[src/hw/dmmu_pkg.sv]
// Shared definitions for the data-side MMU
// Page geometry, TLB size, TLB entry bit positions and the exception code.
// Every RTL file of the MMU imports this package.

package dmmu_pkg;

   // Address and data width
   localparam int addr_w = 32;

   // 8 KiB pages
   localparam int page_shift = 13;
   localparam int vpn_w      = addr_w - page_shift;
   localparam int ppn_w      = addr_w - page_shift;

   // Direct-mapped TLB with 128 sets
   localparam int tlb_sets_log2 = 7;
   localparam int tlb_sets      = 1 << tlb_sets_log2;

   // Byte write mask
   localparam int wmsk_w = addr_w / 8;

   // Low word of an entry
   localparam int lo_valid_bit = 0;
   // VPN tag occupies the upper bits of the low word
   localparam int lo_vpn_lsb   = page_shift;

   // High word of an entry
   // Bit 0 is the present flag, bit 7 non-cacheable and bit 8 shared.
   // Those three are kept in the memory and read back but not decoded here.
   localparam int hi_uw_bit  = 3;
   localparam int hi_ur_bit  = 4;
   localparam int hi_rw_bit  = 5;
   localparam int hi_rr_bit  = 6;
   // PPN occupies the upper bits of the high word
   localparam int hi_ppn_lsb = page_shift;

   // Exception code handed to the data cache with each access
   typedef enum logic [1:0] {
      exc_none       = 2'd0,
      exc_tlb_miss   = 2'd1,
      exc_page_fault = 2'd2
   } dmmu_exc_e;

endpackage

[src/hw/dmmu_stage_if.sv]
// One memory access travelling from the lookup stage to the check stage
// The lookup stage drives the access as src, the check stage
// answers with ready as dst. Transfer happens when valid and ready are high.

interface dmmu_stage_if;
   import dmmu_pkg::*;

   logic                  valid;
   logic                  ready;
   logic [vpn_w-1:0]      vpn;
   logic [page_shift-1:0] offset;
   logic [wmsk_w-1:0]     wmsk;
   logic [addr_w-1:0]     wdata;
   // Mode bits sampled together with the access
   logic                  mmu_en;
   logic                  root_mode;

   modport src (
      output valid,
      output vpn,
      output offset,
      output wmsk,
      output wdata,
      output mmu_en,
      output root_mode,
      input  ready
   );

   modport dst (
      input  valid,
      input  vpn,
      input  offset,
      input  wmsk,
      input  wdata,
      input  mmu_en,
      input  root_mode,
      output ready
   );

endinterface

[src/hw/dmmu_lookup_stage.sv]
// First MMU stage
// Accepts an access from the load/store unit, splits the address into VPN
// and page offset and launches the TLB read for the indexed set.
// Holds one access until the check stage takes it.

module dmmu_lookup_stage (
   input  logic                               clk,
   input  logic                               rst_n,
   // Load/store unit side
   input  logic                               req_valid,
   output logic                               req_ready,
   input  logic [dmmu_pkg::addr_w-1:0]        req_addr,
   input  logic [dmmu_pkg::wmsk_w-1:0]        req_wmsk,
   input  logic [dmmu_pkg::addr_w-1:0]        req_wdata,
   input  logic                               mmu_en,
   input  logic                               root_mode,
   // TLB lookup port
   output logic                               tlb_rd_en,
   output logic [dmmu_pkg::tlb_sets_log2-1:0] tlb_idx,
   // Toward the check stage
   dmmu_stage_if.src                          down
);
   import dmmu_pkg::*;

   logic                  valid_q;
   logic [vpn_w-1:0]      vpn_q;
   logic [page_shift-1:0] offset_q;
   logic [wmsk_w-1:0]     wmsk_q;
   logic [addr_w-1:0]     wdata_q;
   logic                  mmu_en_q;
   logic                  root_mode_q;
   logic                  adv;

   // Free slot, or the held access leaves on this edge
   assign req_ready = !valid_q || down.ready;
   assign adv       = req_valid && req_ready;

   // Set index comes straight from the incoming address
   assign tlb_idx   = req_addr[page_shift +: tlb_sets_log2];
   assign tlb_rd_en = adv;

   always_ff @(posedge clk) begin
      if (!rst_n) begin
         valid_q <= 1'b0;
      end else if (req_ready) begin
         valid_q <= req_valid;
      end
   end

   always_ff @(posedge clk) begin
      if (adv) begin
         vpn_q       <= req_addr[addr_w-1:page_shift];
         offset_q    <= req_addr[page_shift-1:0];
         wmsk_q      <= req_wmsk;
         wdata_q     <= req_wdata;
         mmu_en_q    <= mmu_en;
         root_mode_q <= root_mode;
      end
   end

   assign down.valid     = valid_q;
   assign down.vpn       = vpn_q;
   assign down.offset    = offset_q;
   assign down.wmsk      = wmsk_q;
   assign down.wdata     = wdata_q;
   assign down.mmu_en    = mmu_en_q;
   assign down.root_mode = root_mode_q;

endmodule

[src/flat_wrapper.sv]
// flat-port wrapper written by rule: the top's interface ports become plain ports
module dmmu_lookup_stage_flat import dmmu_pkg::*;
  (clk, rst_n, req_valid, req_ready, req_addr, req_wmsk, req_wdata, mmu_en, root_mode, tlb_rd_en, tlb_idx, down_valid, down_vpn, down_offset, down_wmsk, down_wdata, down_mmu_en, down_root_mode, down_ready);
  dmmu_stage_if down_i ();
  input  logic clk;
  input  logic rst_n;
  input  logic req_valid;
  output logic req_ready;
  input  logic [dmmu_pkg::addr_w-1:0] req_addr;
  input  logic [dmmu_pkg::wmsk_w-1:0] req_wmsk;
  input  logic [dmmu_pkg::addr_w-1:0] req_wdata;
  input  logic mmu_en;
  input  logic root_mode;
  output logic tlb_rd_en;
  output logic [dmmu_pkg::tlb_sets_log2-1:0] tlb_idx;
  output wire logic [$bits(down_i.valid)-1:0] down_valid;
  output wire logic [$bits(down_i.vpn)-1:0] down_vpn;
  output wire logic [$bits(down_i.offset)-1:0] down_offset;
  output wire logic [$bits(down_i.wmsk)-1:0] down_wmsk;
  output wire logic [$bits(down_i.wdata)-1:0] down_wdata;
  output wire logic [$bits(down_i.mmu_en)-1:0] down_mmu_en;
  output wire logic [$bits(down_i.root_mode)-1:0] down_root_mode;
  input wire logic [$bits(down_i.ready)-1:0] down_ready;
  assign down_valid = down_i.valid;
  assign down_vpn = down_i.vpn;
  assign down_offset = down_i.offset;
  assign down_wmsk = down_i.wmsk;
  assign down_wdata = down_i.wdata;
  assign down_mmu_en = down_i.mmu_en;
  assign down_root_mode = down_i.root_mode;
  assign down_i.ready = down_ready;
  dmmu_lookup_stage u_core (.clk(clk), .rst_n(rst_n), .req_valid(req_valid), .req_ready(req_ready), .req_addr(req_addr), .req_wmsk(req_wmsk), .req_wdata(req_wdata), .mmu_en(mmu_en), .root_mode(root_mode), .tlb_rd_en(tlb_rd_en), .tlb_idx(tlb_idx), .down(down_i));
endmodule
[config.mk]
export PLATFORM = sky130hd
export DESIGN_NAME = dmmu_lookup_stage_flat
export DESIGN_NICKNAME = d
export VERILOG_FILES = /design/src/hw/dmmu_pkg.sv /design/src/hw/dmmu_stage_if.sv /design/src/hw/dmmu_lookup_stage.sv /design/src/flat_wrapper.sv
export SDC_FILE = /design/constraint.sdc
export NUM_CORES = 1
export LEC_CHECK = 0
export BUFFER_PORTS_ARGS = -buffer_cell sky130_fd_sc_hd__buf_2
export CORE_ASPECT_RATIO = 1.4
export CORE_MARGIN = 3
export CORE_UTILIZATION = 36
export DETAILED_ROUTE_END_ITERATION = 10
export HOLD_SLACK_MARGIN = 0.12
export PLACE_DENSITY = 0.74
export SLEW_MARGIN = 5
export SYNTH_ARGS = -nofsm -noshare
export SYNTH_HDL_FRONTEND = slang
export SYNTH_SLANG_ARGS = --single-unit
[constraint.sdc]
create_clock -name clk -period 1.8 [get_ports clk]
set_clock_uncertainty 0.05 [all_clocks]
set_input_delay 0.54 -clock clk [delete_from_list [all_inputs] [get_ports clk]]
set_output_delay 0.54 -clock clk [all_outputs]
set_load 0.01 [all_outputs]
==> impl_metrics.yaml <==
hold_path:
  hold_class: "input pin to flop"
  worstHoldStart: "req_wdata[13]"
  hold_depth: 1
  min_to: "u_core.down.wdata[13]$_DFFE_PP_"
die:
  die_w_um: 72.3
  core_um2: 5900
  start_util_pct: 37.5
  die-area_um2: 7130
  io_pins: 154
  row_count: 33
  die_h_um: 98.8
timing:
  drv_slew: 0
  setup_slack_ns: 0.133
  fin_crit_sh_pct: 92.6
  rsz0062_at_grt: "false"
  finalSetupTns_ns: 0
  worst_pin_slew_ns: 0.312
  final_hold_viol_count: 0
  relSlewSlack_pct: 79.2
  finalSetupViolations: 0
  whs_ns: 0.325
  fmax_ghz: 0.600
  layout_min_cycle_time_ns: 1.67
grt:
  grt_antenna_before_repair: 0
  grt_pass1_wl_um: 7200
  grt.total_usage_pct: 14.1
  gr-total-overflow: 0
  grt_max_degree: 41
  grt_pass1_vias: 1426
yosys:
  seq_area_frac_synth_pct: 95.9
  ys_warn_count: 0
  synth-seq-cells: 71
  syn_nets: 156
  synth_cells: 82
  mappedNetlistArea_um2: 2210
  syn_area_per_cell_um2: 27.0
  synth_cell_types: 7
pwr:
  power_density_nw_per_um2: 1130
  ir_drop_v: 0.000659
  total_power_uw: 3720
  p_leak_uw: 0.00144
status:
  status: "finished, final reports clean"
worst_setup_path:
  reg2reg_to: "u_core.down.wdata[2]$_DFFE_PP_"
  path_max_fanout: 4
  start_kind: "flop"
  crit_type: "flop to output port"
  worstSetupEndpointType: "output port"
  crit_start: "u_core.down.valid$_SDFFE_PN0P_"
  cp.arrival_ns: 1.08
  r2r_start: "u_core.down.valid$_SDFFE_PN0P_"
  cp_data_required_time_ns: 1.21
  rrSetupSlack_ns: 0.50
  reg2reg_depth: 3
clock_network:
  clock_latency_ns: 0.33
  cts-buffers-inserted: 9
  tritoncts: "built"
  cts_resized: 0
  clockBufferDepth: 2
  postCtsSetupRepairBufs: 0
  htreeDepth: 3
  clkTransAtPathRegs_ns: 0.08
  hold_buffers: 0
  root_buffer: "clkbuf_8"
  cts_sinks: 71
drt:
  dr.pass1.iters: 4
  vias: 1365
  wl_per_cell_um: 15.6
  drt_iter0_drc: 72
  antenna_left: 0
  drc: 0
  routed_wirelength_um: 4950
  viasPerCell: 4.31
placement:
  pre_cts_slack_ns: 0.127
  place_congestion: 0.699
  hpwl_um: 3860
  numPortBuffers: 153
layout:
  area_growth_pct: 48.5
  drive_gt1_share_pct: 70.0
  utilization_pct: 55.6
  nets: 316
  n_antenna_cell: 0
flow_run:
  cap_violations: 0
power breakdown:
group / leakage (uW) / total [uW] / internal, uW / switching (uW)
combinational: 0.000641 / 294 / 135 / 159
sequential: 0.000686 / 1950 / 1930 / 21.3
clock: 0.000110 / 1470 / 916 / 556
synth_stat cells (all sizes together):
cell | count | area (um2)
and2 | 1 | 8.76
dfxtp | 1 | 20.0
edfxtp | 70 | 2100
inv | 1 | 3.75
buf | 7 | 52.6
nand2b | 1 | 13.8
a21boi | 1 | 11.3
worst max path at each step:
stage                      endpoint  slack (ns)  cells past startpoint
after floorplan           tlb_rd_en       -0.07                      2
after global placement    tlb_rd_en        0.13                      4
after detailed placement  tlb_rd_en        0.13                      4
after CTS                 tlb_rd_en        0.09                      3
after global routing      tlb_rd_en        0.07                      3
final                     tlb_rd_en        0.13                      3
routing by layer:
layer	GRT usage [%]	vias up	wire [um]
met1	13.2	652	1510
met5	0	-	0
met2	25.5	74	2950
met4	7.81	0	72
met3	5.20	6	420
li1	-	633	-
cell type report:
cell class              count  area [um2]
well taps                  70        87.6
clock inverters             6         109
repair buffers            156         801
inverters                   1        3.75
clock buffers              10         128
flip-flops and latches     71        2120
multi-input cells           3        33.8
fillers                   492        2620
layout by cell type (no fill, tap or decap):
cell type | synthesis | routed
and2_4 | 1 | 1
edfxtp_1 | 70 | 70
inv_1 | 1 | 1
dfxtp_1 | 1 | 1
bufinv_16 | 0 | 3
buf_4 | 7 | 2
clkbuf_1 | 0 | 1
clkinv_1 | 0 | 1
clkbuf_8 | 0 | 9
a21boi_2 | 1 | 1
buf_12 | 0 | 1
nand2b_4 | 1 | 1
buf_2 | 0 | 153
clkinvlp_4 | 0 | 2
kinds of logic (layout without fill, tap and decap cells):
group                  Yosys count  after routing  share of synthesized area [%]
flip-flops                      71             71                           95.9
buffers and inverters            8            173                           2.55
AND/OR/NAND/NOR                  2              2                           1.02
AO/OA/AOI/OAI                    1              1                          0.509
flip-flops by register name (all words and copies together), names as in the netlist:
name                   flops
u_core.down.wdata         32
u_core.down.vpn           19
u_core.down.offset        13
u_core.down.wmsk           4
u_core.down.mmu_en         1
u_core.down.root_mode      1
u_core.down.valid          1
per-stage QoR:
| stage | cells | cell area (um2) |
|---|---|---|
| after global placement | 301 | 3050 |
| after floorplan | 82 | 2210 |
| after CTS | 317 | 3280 |
| final | 317 | 3280 |
| after detailed placement | 301 | 3050 |
| after global routing | 317 | 3280 |
critical path, cell delays in order (launching register included):
cell	delay, ns
dfxtp_1	0.37
nand2b_4	0.07
and2_4	0.16
buf_2	0.14
(Power assumes the default switching activity.)
