`src/hw/dmmu_pkg.sv`:
```
// Shared definitions for the data-side MMU
// Page geometry, TLB size, TLB entry bit positions and the exception code.
// Every RTL file of the MMU imports this package.

package dmmu_pkg;

   // Address and data width
   localparam int addr_w = 32;

   // 8 KiB pages
   localparam int page_shift = 13;
   localparam int vpn_w      = addr_w - page_shift;
   localparam int ppn_w      = addr_w - page_shift;

   // Direct-mapped TLB with 128 sets
   localparam int tlb_sets_log2 = 7;
   localparam int tlb_sets      = 1 << tlb_sets_log2;

   // Byte write mask
   localparam int wmsk_w = addr_w / 8;

   // Low word of an entry
   localparam int lo_valid_bit = 0;
   // VPN tag occupies the upper bits of the low word
   localparam int lo_vpn_lsb   = page_shift;

   // High word of an entry
   // Bit 0 is the present flag, bit 7 non-cacheable and bit 8 shared.
   // Those three are kept in the memory and read back but not decoded here.
   localparam int hi_uw_bit  = 3;
   localparam int hi_ur_bit  = 4;
   localparam int hi_rw_bit  = 5;
   localparam int hi_rr_bit  = 6;
   // PPN occupies the upper bits of the high word
   localparam int hi_ppn_lsb = page_shift;

   // Exception code handed to the data cache with each access
   typedef enum logic [1:0] {
      exc_none       = 2'd0,
      exc_tlb_miss   = 2'd1,
      exc_page_fault = 2'd2
   } dmmu_exc_e;

endpackage

```
`src/hw/dmmu_stage_if.sv`:
```
// One memory access travelling from the lookup stage to the check stage
// The lookup stage drives the access as src, the check stage
// answers with ready as dst. Transfer happens when valid and ready are high.

interface dmmu_stage_if;
   import dmmu_pkg::*;

   logic                  valid;
   logic                  ready;
   logic [vpn_w-1:0]      vpn;
   logic [page_shift-1:0] offset;
   logic [wmsk_w-1:0]     wmsk;
   logic [addr_w-1:0]     wdata;
   // Mode bits sampled together with the access
   logic                  mmu_en;
   logic                  root_mode;

   modport src (
      output valid,
      output vpn,
      output offset,
      output wmsk,
      output wdata,
      output mmu_en,
      output root_mode,
      input  ready
   );

   modport dst (
      input  valid,
      input  vpn,
      input  offset,
      input  wmsk,
      input  wdata,
      input  mmu_en,
      input  root_mode,
      output ready
   );

endinterface

```
`src/hw/dmmu_check_stage.sv`:
```
// Second MMU stage
// Compares the TLB tag, checks the permission of the current mode and
// builds the physical address. The result is held on the dc_ outputs
// until the data cache takes it. Any exception clears the write mask.

module dmmu_check_stage (
   input  logic                        clk,
   input  logic                        rst_n,
   // From the lookup stage
   dmmu_stage_if.dst                   up,
   // Entry words of the set of the access in the lookup stage
   input  logic [dmmu_pkg::addr_w-1:0] tlb_lo,
   input  logic [dmmu_pkg::addr_w-1:0] tlb_hi,
   // Data cache side
   output logic                        dc_valid,
   input  logic                        dc_ready,
   output logic [dmmu_pkg::addr_w-1:0] dc_addr,
   output logic [dmmu_pkg::wmsk_w-1:0] dc_wmsk,
   output logic [dmmu_pkg::addr_w-1:0] dc_wdata,
   output dmmu_pkg::dmmu_exc_e         dc_exc
);
   import dmmu_pkg::*;

   logic              take;
   logic              tlb_v;
   logic [vpn_w-1:0]  tlb_vpn;
   logic [ppn_w-1:0]  tlb_ppn;
   logic              is_write;
   logic              perm_ok;
   logic              miss;
   logic              fault;
   dmmu_exc_e         exc_nxt;
   logic [addr_w-1:0] addr_nxt;
   logic [wmsk_w-1:0] wmsk_nxt;

   assign up.ready = !dc_valid || dc_ready;
   assign take     = up.valid && up.ready;

   // Entry fields
   assign tlb_v   = tlb_lo[lo_valid_bit];
   assign tlb_vpn = tlb_lo[addr_w-1:lo_vpn_lsb];
   assign tlb_ppn = tlb_hi[addr_w-1:hi_ppn_lsb];

   // Any enabled byte makes it a store
   assign is_write = |up.wmsk;

   always_comb begin
      if (up.root_mode) begin
         perm_ok = is_write ? tlb_hi[hi_rw_bit] : tlb_hi[hi_rr_bit];
      end else begin
         perm_ok = is_write ? tlb_hi[hi_uw_bit] : tlb_hi[hi_ur_bit];
      end
   end

   assign miss  = up.mmu_en && (!tlb_v || (tlb_vpn != up.vpn));
   assign fault = up.mmu_en && !miss && !perm_ok;

   always_comb begin
      if (miss) begin
         exc_nxt = exc_tlb_miss;
      end else if (fault) begin
         exc_nxt = exc_page_fault;
      end else begin
         exc_nxt = exc_none;
      end
   end

   // Translation bypassed when the MMU is off
   assign addr_nxt = up.mmu_en ? {tlb_ppn, up.offset} : {up.vpn, up.offset};
   assign wmsk_nxt = (exc_nxt == exc_none) ? up.wmsk : '0;

   always_ff @(posedge clk) begin
      if (!rst_n) begin
         dc_valid <= 1'b0;
         dc_exc   <= exc_none;
      end else begin
         if (up.ready) begin
            dc_valid <= up.valid;
         end
         if (take) begin
            dc_exc <= exc_nxt;
         end
      end
   end

   always_ff @(posedge clk) begin
      if (take) begin
         dc_addr  <= addr_nxt;
         dc_wmsk  <= wmsk_nxt;
         dc_wdata <= up.wdata;
      end
   end

endmodule

```
`src/flat_wrapper.sv`:
```
// flat-port wrapper written by rule: the top's interface ports become plain ports
module dmmu_check_stage_flat import dmmu_pkg::*;
  (clk, rst_n, tlb_lo, tlb_hi, dc_valid, dc_ready, dc_addr, dc_wmsk, dc_wdata, dc_exc, up_valid, up_vpn, up_offset, up_wmsk, up_wdata, up_mmu_en, up_root_mode, up_ready);
  dmmu_stage_if up_i ();
  input  logic clk;
  input  logic rst_n;
  input  logic [dmmu_pkg::addr_w-1:0] tlb_lo;
  input  logic [dmmu_pkg::addr_w-1:0] tlb_hi;
  output logic dc_valid;
  input  logic dc_ready;
  output logic [dmmu_pkg::addr_w-1:0] dc_addr;
  output logic [dmmu_pkg::wmsk_w-1:0] dc_wmsk;
  output logic [dmmu_pkg::addr_w-1:0] dc_wdata;
  output dmmu_pkg::dmmu_exc_e dc_exc;
  input wire logic [$bits(up_i.valid)-1:0] up_valid;
  input wire logic [$bits(up_i.vpn)-1:0] up_vpn;
  input wire logic [$bits(up_i.offset)-1:0] up_offset;
  input wire logic [$bits(up_i.wmsk)-1:0] up_wmsk;
  input wire logic [$bits(up_i.wdata)-1:0] up_wdata;
  input wire logic [$bits(up_i.mmu_en)-1:0] up_mmu_en;
  input wire logic [$bits(up_i.root_mode)-1:0] up_root_mode;
  output wire logic [$bits(up_i.ready)-1:0] up_ready;
  assign up_i.valid = up_valid;
  assign up_i.vpn = up_vpn;
  assign up_i.offset = up_offset;
  assign up_i.wmsk = up_wmsk;
  assign up_i.wdata = up_wdata;
  assign up_i.mmu_en = up_mmu_en;
  assign up_i.root_mode = up_root_mode;
  assign up_ready = up_i.ready;
  dmmu_check_stage u_core (.clk(clk), .rst_n(rst_n), .up(up_i), .tlb_lo(tlb_lo), .tlb_hi(tlb_hi), .dc_valid(dc_valid), .dc_ready(dc_ready), .dc_addr(dc_addr), .dc_wmsk(dc_wmsk), .dc_wdata(dc_wdata), .dc_exc(dc_exc));
endmodule
```
`config.mk`:
```
export PLATFORM = sky130hd
export DESIGN_NAME = dmmu_check_stage_flat
export DESIGN_NICKNAME = d
export VERILOG_FILES = /design/src/hw/dmmu_pkg.sv /design/src/hw/dmmu_stage_if.sv /design/src/hw/dmmu_check_stage.sv /design/src/flat_wrapper.sv
export SDC_FILE = /design/constraint.sdc
export NUM_CORES = 1
export LEC_CHECK = 0
export ABC_AREA = 1
export BUFFER_PORTS_ARGS = -buffer_cell sky130_fd_sc_hd__buf_2
export CORE_MARGIN = 3
export CORE_UTILIZATION = 44
export CTS_CLUSTER_SIZE = 28
export DETAILED_ROUTE_END_ITERATION = 10
export PLACE_DENSITY_LB_ADDON = 0.25
export SLEW_MARGIN = 0
export SYNTH_ARGS = -nofsm -noshare
export SYNTH_HDL_FRONTEND = slang
export SYNTH_SLANG_ARGS = --single-unit
```
`constraint.sdc`:
```
create_clock -name clk -period 14.65 [get_ports clk]
set_input_delay 2.1975 -clock clk [delete_from_list [all_inputs] [get_ports clk]]
set_output_delay 2.1975 -clock clk [all_outputs]
set_load 0.05 [all_outputs]
```
==> results.txt <==
* Initial antenna violation count: 0
- Data on the critical path arrives at its endpoint at 2.69 ns.
- The worst register-to-register path has a depth of 2.
- The clock passes through at most 2 buffers.
- Clock tree synthesis found a total of 71 sinks.
* Detail Route met3 WL: 792 um
- Critical Path Start Type: primary input
* Fillers: 559
- Multiplexer cells account for 0.755% of the synthesized area.
* Post-Syn Area per Cell: 10.6 sq um
* Setup repair after global routing missed its margin: no
* Rel. slew slack: 54.3%
- Worst Path Class, Setup: primary input to output port
- In this run the core area contains 29 standard-cell rows.
* Synth Area in Compound Gates: 4.87%
- CTS resizes: 0
- Full die area: 0.00780 sq mm
- Cell at the root of the clock tree: sky130_fd_sc_hd__clkbuf_8
* Clock skew: 0.00952 ns
- At the pin with the least slew margin, the transition time is 0.685 ns.
- Summed over all layers, the global routing overflow is 0.
* Vias in the first global route: 2466
- After detailed routing, the average wire length per cell comes to 13.7 um.
* Number of maximum-capacitance constraint violations: 0
* Total DRC errors in the routed layout: 0
- Data on the critical path is required at its endpoint by 12.45 ns.
- Slew Limit Fails: 0
- Sum of met2 wire segment lengths after detailed routing: 4.17 mm
- TritonCTS built the clock tree.
* # H-tree levels: 3
- Counting instances, the worst hold path has a depth of 2.
* Post-layout net count: 616
- Of the total synthesized cell area, the portion taken by AND, OR, NAND and NOR gates is 16.8%.
- When the netlist entered floorplanning its net count stood at 420.
- Min-delay worst type: register to register
- ANT cells: 0
* # setup viols final: 0
* Max Clock Freq: 0.205 GHz
- Ratio of total power to cell area: 120 mW/mm^2
- Fraction of the mapped netlist area in adder cells: 0%
- For the final routed database, the setup TNS stands at 0 ns.
* Number of distinct library cells after synthesis: 17
- Number of optimization iterations in the first detailed-route pass: 5
- The flow ran to the end, and the final reports show no timing, DRC or antenna violations.
- In the final layout, the share of cells above drive strength 1 is 43.1%.
- Die H: 88.3 um
- For this design the top-level I/O count stands at 210.
- Summing the sequential cell areas from Yosys gives 70.5% of the chip area.
* Number of hold violations in the final report: 0
- Period utilisation layout: 33.3%
- The core region is 0.00646 sq mm.
* Slowest library cell on the worst path: sky130_fd_sc_hd__buf_2
- For this block, the initial DRC count from the detailed router was 127.
- Across every metal layer, demand over resource in global routing totals 19.3%.
* Area growth, synth to finish: 42.0%
* Xor and xnor area share after synthesis: 0.587%
- Flip-flop and latch count after synthesis: 71
* Max VDD drop: 50.9 uV
* Count of buffers from port buffering: 188
- Post-DP HPWL: 6.12 mm
* Critical Path End Type: output port
- Walking the worst path, the cells encountered are buf_2, inv_1, nand2_1, buf_2.
- Syn. warnings: 0
- First-pass GRT wire length: 11.2 mm
- Cts hold-fix bufs: 0
- Worst path max stage delay: 0.21 ns
* Post-place instance area: 0.00402 sq mm
- Largest family of logic cells by synthesized area: simple AND/OR/NAND/NOR gates
- Latest clock arrival within the worst-skew pair: 0.34 ns
- The die is 88.3 um wide.
- Total wirelength of the detailed-routed design: 7.66 mm
- After clock tree synthesis, the clock-pin slew on the worst setup and hold paths is 0.08 ns.
- In this run the cell area of the synthesized design comes to 0.00298 sq mm.
- Maximum fanout encountered on the critical timing path: 2
* Count of buffers added by post-CTS timing repair for setup: 0
- In the synthesized netlist, the number of instances is 282.
* Final GP Congestion: 0.823
* Register-to-Register Setup Slack: 12.76 ns
* Starting density of the core: 46.2%
- Remaining antenna violation count: 0
- Pin count of the biggest net entering global routing: 58
- Final Cell Area: 0.00424 sq mm
* Library cell appearing most often on the critical path: sky130_fd_sc_hd__buf_2
- Clock period minus final worst setup slack: 4.88 ns
- The highest layer touched by signal routing is met4.
- The final route contains 2581 vias.
* Mean number of vias per cell: 4.61
- Total routed wire length on the met1 layer: 2.67 mm
- LEAKAGE: 2.15 nW
* Total clock buffers created by CTS: 9
where the power goes:
group          leakage [nW]  internal [W]  switching (W)
combinational          1.36     0.0000264      0.0000712
sequential            0.686      0.000238     0.00000290
clock                 0.104     0.0000971      0.0000747
Yosys cell counts (all sizes together):
library cell | instances | share of area, %
clkbuf | 3 | 0.38
mux2 | 2 | 0.75
xor2 | 2 | 0.59
nand2b | 1 | 0.21
a21oi | 4 | 0.67
inv | 46 | 5.8
nand3b | 1 | 0.25
nand3 | 6 | 1.0
buf | 1 | 0.38
a21boi | 2 | 0.50
nand2 | 93 | 12
nor2 | 28 | 3.5
o21ai | 22 | 3.7
edfxtp | 68 | 68
dfxtp | 3 | 2.0
routing by layer:
metal  GRT usage, %  vias up
met3           6.33        2
met5              0        -
met1           19.3     1163
met2           36.7      115
met4           7.28        0
li1               -     1301
kinds of logic after synthesis:
group	count (synthesis)
xor gates and xnor gates	2
AOI/OAI and AO/OA	28
DFF	71
buffers and inverters	50
and+or+nand+nor	129
muxes	2
worst max-delay path, delay by kind of cell:
kind | cells | cell delay, ns
buffers and inverters | 3 | 0.41
and+or+nand+nor | 1 | 0.07
metrics by stage:
stage	hold WS (ns)	utilization, %	std cells	power (W)	worst slack (ns)
after CTS	0.551	65.6	560	0.000516	9.76
after detailed placement	0.535	62.2	544	0.000343	9.77
after floorplan	0.753	-	282	0.000311	8.43
after global placement	0.525	62.2	544	0.000341	9.79
final	0.550	65.6	560	0.000510	9.77
after global routing	0.594	65.6	560	0.000532	9.72
registers in the layout, summed over array words and instances (netlist names):
signal           flops
u_core.dc_addr      32
u_core.dc_wdata     32
u_core.dc_valid      1
u_core.dc_exc        2
u_core.dc_wmsk       4
placed cells by master, fill, tap and decap left out, types with 3 or more instances in the layout:
| cell | netlist | layout |
|---|---|---|
| sky130_fd_sc_hd__buf_2 | 0 | 188 |
| sky130_fd_sc_hd__nand2_1 | 92 | 92 |
| sky130_fd_sc_hd__clkbuf_8 | 0 | 9 |
| sky130_fd_sc_hd__o21ai_0 | 21 | 21 |
| sky130_fd_sc_hd__nand3_1 | 6 | 6 |
| sky130_fd_sc_hd__dfxtp_1 | 3 | 3 |
| sky130_fd_sc_hd__inv_1 | 46 | 46 |
| sky130_fd_sc_hd__nor2_1 | 28 | 28 |
| sky130_fd_sc_hd__edfxtp_1 | 68 | 68 |
| sky130_fd_sc_hd__a21oi_1 | 4 | 3 |
final timing paths:
path,end,startpoint
max,up_ready,dc_ready
max reg2reg,u_core.dc_wdata[1],u_core.dc_valid
min reg2reg,u_core.dc_valid,u_core.dc_valid
min,u_core.dc_valid,u_core.dc_valid
final cells by class:
type,instances,area [sq um],share of cell area (%)
Tap cell,77,96.3,2.27
Multi-Input combinational cell,161,697,16.5
Timing Repair Buffer,189,948,22.4
Inverter,46,173,4.08
Clock buffer,10,128,3.01
Sequential cell,71,2100,49.6
Clock inverter,6,92.6,2.19
Power figures use the tool's default switching activity.
